[config.mk]
export PLATFORM = sky130hd
export DESIGN_NAME = ahb_addr_decoder
export DESIGN_NICKNAME = d
export VERILOG_FILES = /design/src/hw/ahb_lite_pkg.sv /design/src/hw/ahb_addr_decoder.sv
export SDC_FILE = /design/constraint.sdc
export NUM_CORES = 1
export LEC_CHECK = 0
export BUFFER_PORTS_ARGS = -buffer_cell sky130_fd_sc_hd__buf_2
export CORE_MARGIN = 4
export CORE_UTILIZATION = 22
export DETAILED_ROUTE_END_ITERATION = 7
export PLACE_DENSITY_LB_ADDON = 0.1
export SLEW_MARGIN = 10
export SYNTH_ARGS = -nofsm -noshare
export SYNTH_HDL_FRONTEND = slang
export SYNTH_SLANG_ARGS = --single-unit
[constraint.sdc]
create_clock -name HCLK -period 1.3 [get_ports HCLK]
set_input_delay 0.26 -clock HCLK [delete_from_list [all_inputs] [get_ports HCLK]]
set_output_delay 0.26 -clock HCLK [all_outputs]
set_load 0.01 [all_outputs]
[src/hw/ahb_lite_pkg.sv]
// AHB-Lite bus widths shared by the SRAM subsystem
// HTRANS, HSIZE and HRESP encodings
// Address map of the two SRAM regions

package ahb_lite_pkg;

  //////////////////////////////////////////////////
  // Bus widths
  //////////////////////////////////////////////////

  localparam int ADDR_W = 32;
  localparam int DATA_W = 32;
  // One enable per byte lane
  localparam int BE_W   = DATA_W / 8;

  //////////////////////////////////////////////////
  // Transfer encodings
  //////////////////////////////////////////////////

  localparam logic [1:0] HTRANS_IDLE   = 2'b00;
  localparam logic [1:0] HTRANS_BUSY   = 2'b01;
  localparam logic [1:0] HTRANS_NONSEQ = 2'b10;
  localparam logic [1:0] HTRANS_SEQ    = 2'b11;

  // Only the sizes a 32-bit bus can carry
  localparam logic [2:0] HSIZE_BYTE  = 3'b000;
  localparam logic [2:0] HSIZE_HWORD = 3'b001;
  localparam logic [2:0] HSIZE_WORD  = 3'b010;

  localparam logic HRESP_OKAY  = 1'b0;
  localparam logic HRESP_ERROR = 1'b1;

  //////////////////////////////////////////////////
  // Address map
  //////////////////////////////////////////////////

  // Each region spans 2**REGION_BITS bytes
  localparam int REGION_BITS = 12;
  localparam logic [ADDR_W-1:0] SLV0_BASE = 32'h0000_0000;
  localparam logic [ADDR_W-1:0] SLV1_BASE = 32'h0000_1000;

endpackage

[src/hw/ahb_addr_decoder.sv]
// AHB-Lite address decoder for two SRAM regions
// Data phase response multiplexer
// Default slave giving the two-cycle ERROR response

`timescale 1ns/1ns

module ahb_addr_decoder (
  input  logic                            HCLK,
  input  logic                            HRESETn,
  input  logic [ahb_lite_pkg::ADDR_W-1:0] HADDR,
  input  logic [1:0]                      HTRANS,
  input  logic                            HREADY,
  input  logic                            hreadyout0,
  input  logic                            hreadyout1,
  input  logic                            hresp0,
  input  logic                            hresp1,
  input  logic [ahb_lite_pkg::DATA_W-1:0] hrdata0,
  input  logic [ahb_lite_pkg::DATA_W-1:0] hrdata1,
  output logic                            hsel0,
  output logic                            hsel1,
  output logic                            hreadyout,
  output logic                            hresp,
  output logic [ahb_lite_pkg::DATA_W-1:0] hrdata
);

  import ahb_lite_pkg::*;

  logic trans_active;
  logic unmapped;
  // Data phase owner
  logic sel0_q;
  logic sel1_q;
  // Default slave, first and second ERROR cycle
  logic err_first;
  logic err_second;

  //////////////////////////////////////////////////
  // Region decode
  //////////////////////////////////////////////////

  // Compare only the bits above the region size
  assign hsel0 = HADDR[ADDR_W-1:REGION_BITS] == SLV0_BASE[ADDR_W-1:REGION_BITS];
  assign hsel1 = HADDR[ADDR_W-1:REGION_BITS] == SLV1_BASE[ADDR_W-1:REGION_BITS];

  assign trans_active = (HTRANS == HTRANS_NONSEQ) | (HTRANS == HTRANS_SEQ);
  assign unmapped     = trans_active & ~hsel0 & ~hsel1;

  //////////////////////////////////////////////////
  // Data phase state
  //////////////////////////////////////////////////

  always_ff @(posedge HCLK or negedge HRESETn) begin
    if (!HRESETn) begin
      sel0_q     <= 1'b0;
      sel1_q     <= 1'b0;
      err_first  <= 1'b0;
      err_second <= 1'b0;
    end else begin
      if (HREADY) begin
        sel0_q <= hsel0;
        sel1_q <= hsel1;
      end
      // ERROR with HREADY low, then ERROR with HREADY high
      err_first  <= HREADY & unmapped;
      err_second <= err_first;
    end
  end

  //////////////////////////////////////////////////
  // Response mux
  //////////////////////////////////////////////////

  always_comb begin
    hreadyout = 1'b1;
    hresp     = HRESP_OKAY;
    hrdata    = '0;
    if (err_first) begin
      hreadyout = 1'b0;
      hresp     = HRESP_ERROR;
    end else if (err_second) begin
      hresp     = HRESP_ERROR;
    end else if (sel0_q) begin
      hreadyout = hreadyout0;
      hresp     = hresp0;
      hrdata    = hrdata0;
    end else if (sel1_q) begin
      hreadyout = hreadyout1;
      hresp     = hresp1;
      hrdata    = hrdata1;
    end
  end

endmodule

**Yosys cells after proc, flatten, opt, wreduce, memory -nomap -nowiden**

Cells that the tools add are included.

- Register bits: 4
- Logic and storage cells: 26
- Input port bits: 105
- Output and inout bits: 36

- Reduce and logical (&&, ||, !) cells: 1
- Eq/ne operators: 3
- Muxes and demuxes: 12
- Bitwise operators: 6

Operator list:

| operator | count |
|---|---|
| $mux W32 | 4 |
| $eq A20 B1 Y1 const B | 1 |
| $logic_not A20 Y1 | 1 |
| $mux W1 | 8 |
| $eq A2 B2 Y1 const B | 2 |
| $and A1 B1 Y1 | 3 |
| $not A1 Y1 | 2 |
| $or A1 B1 Y1 | 1 |

**Logic depth before layout (Yosys ltp)**

Gate-level depths: netlist of run 1.

- Depth after elaboration: 5
- Depth in mapped cells: 6
- Mapped depth without buffers: 3

**Worst setup path after synthesis of run 1**

Ideal clock, no wire load.

- Kind: flip-flop to output port
- Start point: reg sel0_q
- End point: out hrdata[17] (netlist name)
- Required time: 1,040 ps
- Data arrival time: 1,118 ps
- Path slack: -78 ps
- Path buffers: 3
- Cell stages (with the launch flop): 7
- Cells stage by stage: dfrtp_1 -> buf_2 -> nor2b_1 -> buf_2 -> buf_4 -> a22oi_1 -> nor2_1

- Longest elaborated chain between the ends: 3

Ends and longest elaborated chain:

| element | line | RTL |
|---|---|---|
| from (decl) | ahb_addr_decoder.sv:31 | `logic sel0_q;` |
| from (signal assigned) | ahb_addr_decoder.sv:60 | `sel0_q <= hsel0;` |
| $mux W32 | ahb_addr_decoder.sv:82 | `end else if (sel0_q) begin` |
| $mux W32 | ahb_addr_decoder.sv:80 | `end else if (err_second) begin` |
| $mux W32 | ahb_addr_decoder.sv:77 | `if (err_first) begin` |
| to (decl) | ahb_addr_decoder.sv:23 | `output logic [ahb_lite_pkg::DATA_W-1:0] hrdata` |

No other way between the ends.

**Final worst setup path of run 1**

- Start point: reg sel0_q
- End point: out hrdata[13] (netlist name)

The elaborated chain is that of the path after synthesis.

==> Flow_metrics.wiki, run 1 <==
{| class="wikitable"
! Metric !! Value
|-
| Critical register-to-register path startpoint || sel0_q
|-
| Synthesized net count || 210
|-
| Average routed wire per standard cell || 13.5 um
|-
| Final setup violation count || 36
|-
| Final Wtd Congestion || 0.725
|-
| Delay of the slowest cell on the worst path || 420 ps
|-
| Run status || finished with violations
|-
| Flip-flop and latch count after synthesis || 4
|-
| Leftover overflow at the end of global routing || 0
|-
| DP Worst Slack || -178 ps
|-
| Global-route wire length before repair || 5440 um
|-
| Number of antenna cells inserted || 0
|-
| TritonCTS sink count || 4
|-
| Count of standard-cell rows || 19
|-
| Top_reg_cell synth || sky130_fd_sc_hd__dfrtp_1
|-
| Netlist Area Pre-Place || 677 um2
|-
| Final hold violation count || 0
|-
| Via-to-Cell Ratio || 4.99
|-
| Sequential Power Share || 23.1%
|-
| Hold Path End || sel0_q
|-
| Initial core utilization || 23.7%
|-
| Net switching share of the total power || 31.7%
|-
| Placed Cells incl. Taps || 262
|-
| Number of antenna violations at the first check in global routing || 0
|-
| Type of the worst min-delay path || in -> reg
|-
| Master of the slowest instance on the critical path || sky130_fd_sc_hd__dfrtp_1
|-
| Cell count of the worst reg-to-reg path || 3
|-
| Drt pass-1 iters || 2
|-
| Ratio of cells with drive above 1 in the final layout || 82.3%
|-
| Top-area cell type share of the netlist area || 34.4%
|-
| Vert. Die Dim || 63.5 um
|-
| Min Tclk post-route || 1600 ps
|-
| DR vias || 1336
|-
| Total of max-cap violations || 0
|-
| Internal reg-to-reg setup slack || 410 ps
|-
| Share of synthesized flip-flops with an asynchronous set or reset || 100%
|-
| CTS max path bufs || 2
|-
| I/O pin count || 141
|-
| Switching power || 0.179 mW
|-
| Clock buffers created by TritonCTS || 3
|-
| Combinational fraction of design power || 49.6%
|-
| Data required time at the worst endpoint || 1040 ps
|-
| Latest clock arrival within the worst-skew pair || 230 ps
|-
| Number of nets in the layout || 344
|-
| Transition time at the pin with the least slew margin || 276 ps
|-
| Number of DRC violations after detailed routing || 0
|-
| Full die area || 4030 um2
|-
| Placeable core region || 2850 um2
|-
| GR Util All Layers || 15.8%
|-
| Top post-synthesis cells by count || 31 x sky130_fd_sc_hd__a22oi_1, 31 x sky130_fd_sc_hd__nor2_1, 5 x sky130_fd_sc_hd__inv_1
|-
| Endpoint type of the worst setup path || output pin
|-
| Total number of yosys warnings || 0
|-
| Max transition margin || 81.3%
|-
| Synth area leaders || sky130_fd_sc_hd__a22oi_1 34%, sky130_fd_sc_hd__nor2_1 17%, sky130_fd_sc_hd__dfrtp_1 15%
|-
| Root cell of the clock tree || sky130_fd_sc_hd__clkbuf_4
|-
| Critical path launch point type || flip-flop
|-
| Final Max Tran Viols || 0
|-
| Detailed-route wire length || 3630 um
|-
| Register clock-pin slew on the reported worst setup and hold paths || 40 ps
|-
| Number of buffers added on ports || 127
|-
| Pwr dens || 308 nW/um2
|-
| Post-synth cell types || 21
|-
| CTS H-tree lvls || 1
|-
| Vias in the first global route || 1323
|-
| Critical path start-end classification || reg -> out
|-
| Synthesized instance count || 105
|-
| Die width || 63.5 um
|-
| Pin count of the biggest net entering global routing || 22
|-
| Util after Layout || 64.1%
|-
| RSZ-0062 raised after global routing || yes
|-
| Worst clock skew || 0.756 ps
|-
| Post-synth EDFFs || 0
|-
| Final Instance Count excl. Fillers || 268
|-
| Detailed placer's ending HPWL || 2890 um
|-
| Internal Pwr Total || 0.385 mW
|-
| Standby leakage power || 0.877 nW
|-
| Cell Chain, Critical Path || nor2b_4 > buf_12 > a22oi_1 > nor2_4 > buf_2
|-
| Worst-path fanout max || 18
|-
| CTS tree || yes
|-
| Worst voltage drop across the vdd grid || 0.000379 V
|-
| Part of the total power dissipated in the clock network || 27.4%
|-
| Library cell occupying the most area in the post-synthesis netlist || sky130_fd_sc_hd__a22oi_1
|-
| Max frequency || 624 MHz
|-
| CP arrival || 1340 ps
|-
| Mean instance size in the synthesized netlist || 6.45 um2
|-
| Worst hold path startpoint || HADDR[12]
|-
| Area growth, synth to finish || 170%
|-
| Capture instance of the worst register-to-register path || sel0_q
|-
| Number of cells traversed by the worst hold path || 2
|-
| Number of antenna-violating nets in the routed design || 0
|-
| Slack of the critical path || -303 ps
|-
| Number of design-rule violations left by the first detailed-router iteration || 27
|-
| Share of synthesized area occupied by flip-flops and latches || 14.8%
|-
| Share of the clock period used by the worst path || 123%
|-
| Power after layout || 0.564 mW
|-
| Failing checks || negative setup slack
|}
[stage by stage]
step	TNS, ps	area (um2)	hold WS (ps)
global placement	-4310	1550	68.2
CTS	-9740	1680	242
floorplan	-442	890	-35.6
global route	-11270	1830	272
detailed placement	-4850	1550	68.7
finish	-9050	1830	263
[worst max-delay path by stage]
| stage | startpoint | endpoint | slack [ps] | cells after the start |
|---|---|---|---|---|
| 6_report | sel0_q | hrdata[13] | -300 | 5 |
| 5_1_grt | sel0_q | hrdata[14] | -370 | 5 |
| 4_1_cts | sel1_q | hreadyout | -320 | 5 |
| 3_5_place_dp | err_first | hrdata[14] | -180 | 4 |
| 3_3_place_gp | err_first | hrdata[18] | -160 | 4 |
| 2_1_floorplan | sel0_q | hrdata[1] | -20 | 6 |
[repair_timing]
action,CTS,global route
hold buffers,1,0
endpoints found under the setup margin,36,36
setup buffers,2,0
pin swaps,5,1
gates resized for setup,17,26
hold endpoints to repair,4,0
[cell families (layout without fill, tap and decap cells)]
| family | after synthesis | after routing | synth area share, % |
|---|---|---|---|
| flops | 4 | 4 | 14.8 |
| simple gates | 46 | 46 | 30.9 |
| compound gates | 38 | 38 | 42.7 |
| buf+inv | 17 | 149 | 11.6 |
[per-layer routing]
layer  part of all wire (%)  wire length (um)  GRT usage [%]
met3                     12               441           3.73
met4                    1.1                40           4.04
met1                     35              1260           17.3
met5                      0                 0              0
met2                     52              1890           30.0
[critical path, delay by kind of cell (launching register included)]
family | cells | cell delay [ps]
flops | 1 | 420
buf+inv | 2 | 310
simple gates | 2 | 280
compound gates | 1 | 110
[layout make-up]
class,instances,area [um2]
well taps,31,38.8
multi-input cells,84,757
flip-flops and latches,4,100
clock buffers,3,22.5
inverters,5,18.8
repair buffers,141,892
fillers,249,1020
[power groups by stage]
| stage | clock [mW] | sequential [mW] | combinational [mW] |
|---|---|---|---|
| CTS | 0.162 | 0.130 | 0.260 |
| detailed placement | 0 | 0.131 | 0.231 |
| finish | 0.154 | 0.130 | 0.280 |
| global placement | 0 | 0.131 | 0.222 |
| floorplan | 0 | 0.131 | 0.0810 |
| global route | 0.164 | 0.130 | 0.301 |
[cells in the final DEF, fill, tap and decap left out, types with 2 or more instances in the layout]
master	netlist	routed
sky130_fd_sc_hd__inv_1	5	5
sky130_fd_sc_hd__a22oi_2	0	10
sky130_fd_sc_hd__a22oi_1	31	21
sky130_fd_sc_hd__clkbuf_4	0	3
sky130_fd_sc_hd__buf_2	3	113
sky130_fd_sc_hd__nor2_2	0	19
sky130_fd_sc_hd__buf_4	3	7
sky130_fd_sc_hd__buf_6	0	15
sky130_fd_sc_hd__nor3_2	0	3
sky130_fd_sc_hd__nor2_4	0	12
sky130_fd_sc_hd__nand2_1	4	3
sky130_fd_sc_hd__nor4_4	0	3
sky130_fd_sc_hd__o41ai_1	2	2
sky130_fd_sc_hd__dfrtp_1	4	4
sky130_fd_sc_hd__a21oi_1	2	2
sky130_fd_sc_hd__buf_12	0	4
[state kept, by name (all words and copies together), names as in the netlist]
signal / count
err_first: 1
sel1_q: 1
err_second: 1
sel0_q: 1
No activity file was read; power rests on OpenSTA's default activity.
==> inputs of run 2 (changes only) <==
--- a/config.mk
+++ b/config.mk
@@ -5,9 +5,10 @@
 export SDC_FILE = /design/constraint.sdc
 export NUM_CORES = 1
 export LEC_CHECK = 0
+export ABC_AREA = 1
 export BUFFER_PORTS_ARGS = -buffer_cell sky130_fd_sc_hd__buf_2
 export CORE_MARGIN = 4
-export CORE_UTILIZATION = 22
+export CORE_UTILIZATION = 25
 export DETAILED_ROUTE_END_ITERATION = 7
 export PLACE_DENSITY_LB_ADDON = 0.1
 export SLEW_MARGIN = 10
==> Flow_metrics.wiki, run 2 <==
{| class="wikitable"
! Metric !! Value
|-
| Max frequency || 636 MHz (+1.9%)
|-
| Final Max Tran Viols || 0 (unchanged)
|-
| Min Tclk post-route || 1570 ps (-30.0 ps)
|-
| Number of nets in the layout || 364 (+5.8%)
|-
| Most used cells in the layout excluding fill and tap cells || 123 x sky130_fd_sc_hd__buf_2, 38 x sky130_fd_sc_hd__nor2_1, 21 x sky130_fd_sc_hd__a22oi_1
|-
| Number of antenna cells inserted || 0 (unchanged)
|-
| Post-synth EDFFs || 0 (unchanged)
|-
| Cell count of the worst reg-to-reg path || 3 (unchanged)
|-
| Transition time at the pin with the least slew margin || 167 ps (-109 ps)
|-
| DR vias || 1334 (-0.15%)
|-
| TritonCTS sink count || 4 (unchanged)
|-
| Detailed placer's ending HPWL || 2810 um (-2.7%)
|-
| Total of max-cap violations || 0 (unchanged)
|-
| Clock buffers created by TritonCTS || 3 (unchanged)
|-
| Met2 usage in global routing || 28.7% (-1.3 points)
|-
| Most congested layer reported by global routing || met2
|-
| Number of buffers added on ports || 127 (unchanged)
|-
| Top-area cell type share of the netlist area || 21.6% (-13 points)
|-
| Critical path launch point type || flip-flop
|-
| Worst voltage drop across the vdd grid || 0.000511 V (+35%)
|-
| Delay of the slowest cell on the worst path || 450 ps (+30 ps)
|-
| Master of the slowest instance on the critical path || sky130_fd_sc_hd__dfrtp_2
|-
| Share of the clock period used by the worst path || 121% (-2.3 points)
|-
| GR Util All Layers || 14.8% (-0.94 points)
|-
| Initial core utilization || 26.4% (+2.6 points)
|-
| I/O pin count || 141 (unchanged)
|-
| Worst-path fanout max || 12 (-6)
|-
| Final hold violation count || 0 (unchanged)
|-
| CTS max path bufs || 2 (unchanged)
|-
| Top_reg_cell synth || sky130_fd_sc_hd__dfrtp_1
|-
| Most frequently used cell type in the post-synthesis netlist || sky130_fd_sc_hd__nor2_1
|-
| Placeable core region || 3100 um2 (+8.8%)
|-
| CTS tree || yes
|-
| Post-synth cell types || 19 (-9.5%)
|-
| CP arrival || 1310 ps (-30 ps)
|-
| Slack of the critical path || -273 ps (+30.0 ps)
|-
| Number of antenna violations at the first check in global routing || 0 (unchanged)
|-
| Data required time at the worst endpoint || 1040 ps (about the same)
|-
| Endpoint type of the worst setup path || output pin
|-
| Detailed-route wire length || 3540 um (-2.3%)
|-
| Root cell of the clock tree || sky130_fd_sc_hd__clkbuf_4
|-
| Cell Chain, Critical Path || nor2_8 > clkbuf_16 > a22oi_1 > nor2_1 > buf_2
|-
| Routing usage on met3 || 3.76% (+0.031 points)
|-
| Setup TNS after final layout || -8000 ps (+1040 ps)
|-
| First element of the critical path || sel0_q
|-
| Synthesized instance count || 125 (+19%)
|-
| Total number of yosys warnings || 0 (unchanged)
|-
| Family with the most delay on the worst path || flip-flops
|-
| Via-to-Cell Ratio || 4.43 (-11%)
|-
| Netlist Area Pre-Place || 818 um2 (+21%)
|-
| Mean instance size in the synthesized netlist || 6.55 um2 (+1.5%)
|-
| RSZ-0062 raised after global routing || yes
|-
| Number of DRC violations after detailed routing || 0 (unchanged)
|-
| Final Wtd Congestion || 0.702 (-3.1%)
|-
| Vert. Die Dim || 65.2 um (+2.7%)
|-
| Count of standard-cell rows || 20 (+1)
|-
| Crit path buf inv count || 2 (unchanged)
|-
| Worst clock skew || 0.0103 ps (-0.745 ps)
|-
| Pwr dens || 309 nW/um2 (+0.26%)
|-
| Vias in the first global route || 1201 (-9.2%)
|-
| Critical register-to-register path startpoint || sel0_q
|-
| Flip-flop and latch count after synthesis || 4 (unchanged)
|-
| Die width || 65.2 um (+2.7%)
|-
| Type of the worst min-delay path || in -> reg
|-
| Total number of cells along the worst setup path || 5 (unchanged)
|-
| Synth area leaders || sky130_fd_sc_hd__nor2_1 22%, sky130_fd_sc_hd__a22oi_1 19%, sky130_fd_sc_hd__a22oi_2 17%
|-
| GR Util met1 || 16.5% (-0.74 points)
|-
| Failing checks || negative setup slack
|-
| Share of synthesized flip-flops with an asynchronous set or reset || 100% (unchanged)
|-
| Average routed wire per standard cell || 11.8 um (-13%)
|-
| Synthesized net count || 230 (+9.5%)
|-
| Most common library cell in the layout ignoring fill and taps || sky130_fd_sc_hd__buf_2
|-
| Final setup violation count || 34 (-5.6%)
|-
| Pin count of the biggest net entering global routing || 34 (+55%)
|-
| Capture instance of the worst register-to-register path || sel0_q
|-
| Area growth, synth to finish || 102%
|-
| Destination of the critical timing path || hrdata[27]
|-
| Run status || finished with violations
|-
| Internal reg-to-reg setup slack || 470 ps (+60 ps)
|-
| Latest clock arrival within the worst-skew pair || 230 ps (about the same)
|-
| Leftover overflow at the end of global routing || 0 (unchanged)
|-
| Register clock-pin slew on the reported worst setup and hold paths || 40 ps (about the same)
|-
| Hold Slack || 316 ps (+53.7 ps)
|-
| Global-route wire length before repair || 5240 um (-3.5%)
|-
| Number of design-rule violations left by the first detailed-router iteration || 76 (+180%)
|-
| Top post-synthesis cells by count || 47 x sky130_fd_sc_hd__nor2_1, 21 x sky130_fd_sc_hd__a22oi_1, 15 x sky130_fd_sc_hd__nand2_1
|-
| Library cell occupying the most area in the post-synthesis netlist || sky130_fd_sc_hd__nor2_1
|-
| Number of antenna-violating nets in the routed design || 0 (unchanged)
|-
| Max transition margin || 88.9% (+7.5 points)
|-
| Full die area || 4250 um2 (+5.6%)
|-
| Standby leakage power || 0.918 nW (+4.7%)
|-
| Drt pass-1 iters || 4 (+2)
|-
| Share of synthesized area occupied by flip-flops and latches || 12.2% (-2.6 points)
|-
| Ratio of cells with drive above 1 in the final layout || 64.6% (-18 points)
|-
| Critical path start-end classification || reg -> out
|-
| CTS H-tree lvls || 1 (unchanged)
|}
==> run 2: what timing repair did <==
action,4_1_cts,5_1_grt
gates cloned,0,1
buffers inserted,0,1
pin swaps,0,13
endpoints found under the hold margin,4,0
setup endpoints to repair,36,36
hold buffers,1,0
resized for setup,2,17
==> run 2: power breakdown <==
part	internal, mW	leakage, nW	switching, mW
Combinational	0.133	0.852	0.0925
Clock	0.103	0.0138	0.0512
Sequential	0.128	0.0521	0.00223
Total	0.365	0.918	0.146
==> run 2: tightest hold or removal path, stage by stage <==
cell                      delay (ps)
sky130_fd_sc_hd__buf_2           120
sky130_fd_sc_hd__nand4_1          90
sky130_fd_sc_hd__nand2_1          40
==> run 2: layout make-up <==
type,count,area (um2)
Timing Repair Buffer,139,812
Clock buffer,3,22.5
Sequential cell,4,101
Fill cell,348,1450
Inverter,7,26.3
Tap cell,44,55.1
Multi-Input combinational cell,104,636
==> run 2: how the worst min path moves through the flow <==
stage,start,endpoint,slack [ps],depth (start not counted)
final,HREADY,sel1_q,320,3
after global routing,HREADY,sel1_q,330,3
after CTS,HREADY,sel1_q,320,3
after detailed placement,HRESETn,err_first,70,1
after global placement,HRESETn,err_second,70,1
after floorplan,HRESETn,err_first,-40,0
==> run 2: kinds of logic (layout without fill, tap and decap cells) <==
logic type / count (synthesis) / count (layout) / share of synthesized area (%)
simple gates: 69 / 69 / 35.2
compound gates: 35 / 35 / 38.2
buf+inv: 17 / 149 / 14.4
flops: 4 / 4 / 12.2
==> run 2: metal layers <==
| layer | vias to the layer above | part of all wire, % |
|---|---|---|
| li1 | 698 | - |
| met1 | 579 | 38 |
| met2 | 57 | 52 |
| met3 | 0 | 10 |
| met4 | 0 | 0 |
| met5 | - | 0 |
==> run 2: stage by stage <==
stage,cell area (um2),power (mW),std cells,setup WS [ps],util (%)
floorplan,818,0.173,125,26.2,-
global placement,1520,0.336,295,-51.4,49.1
detailed placement,1520,0.339,295,-57.7,49.1
CTS,1560,0.502,299,-289,50.2
global route,1650,0.555,301,-372,53.3
finish,1650,0.511,301,-273,53.3
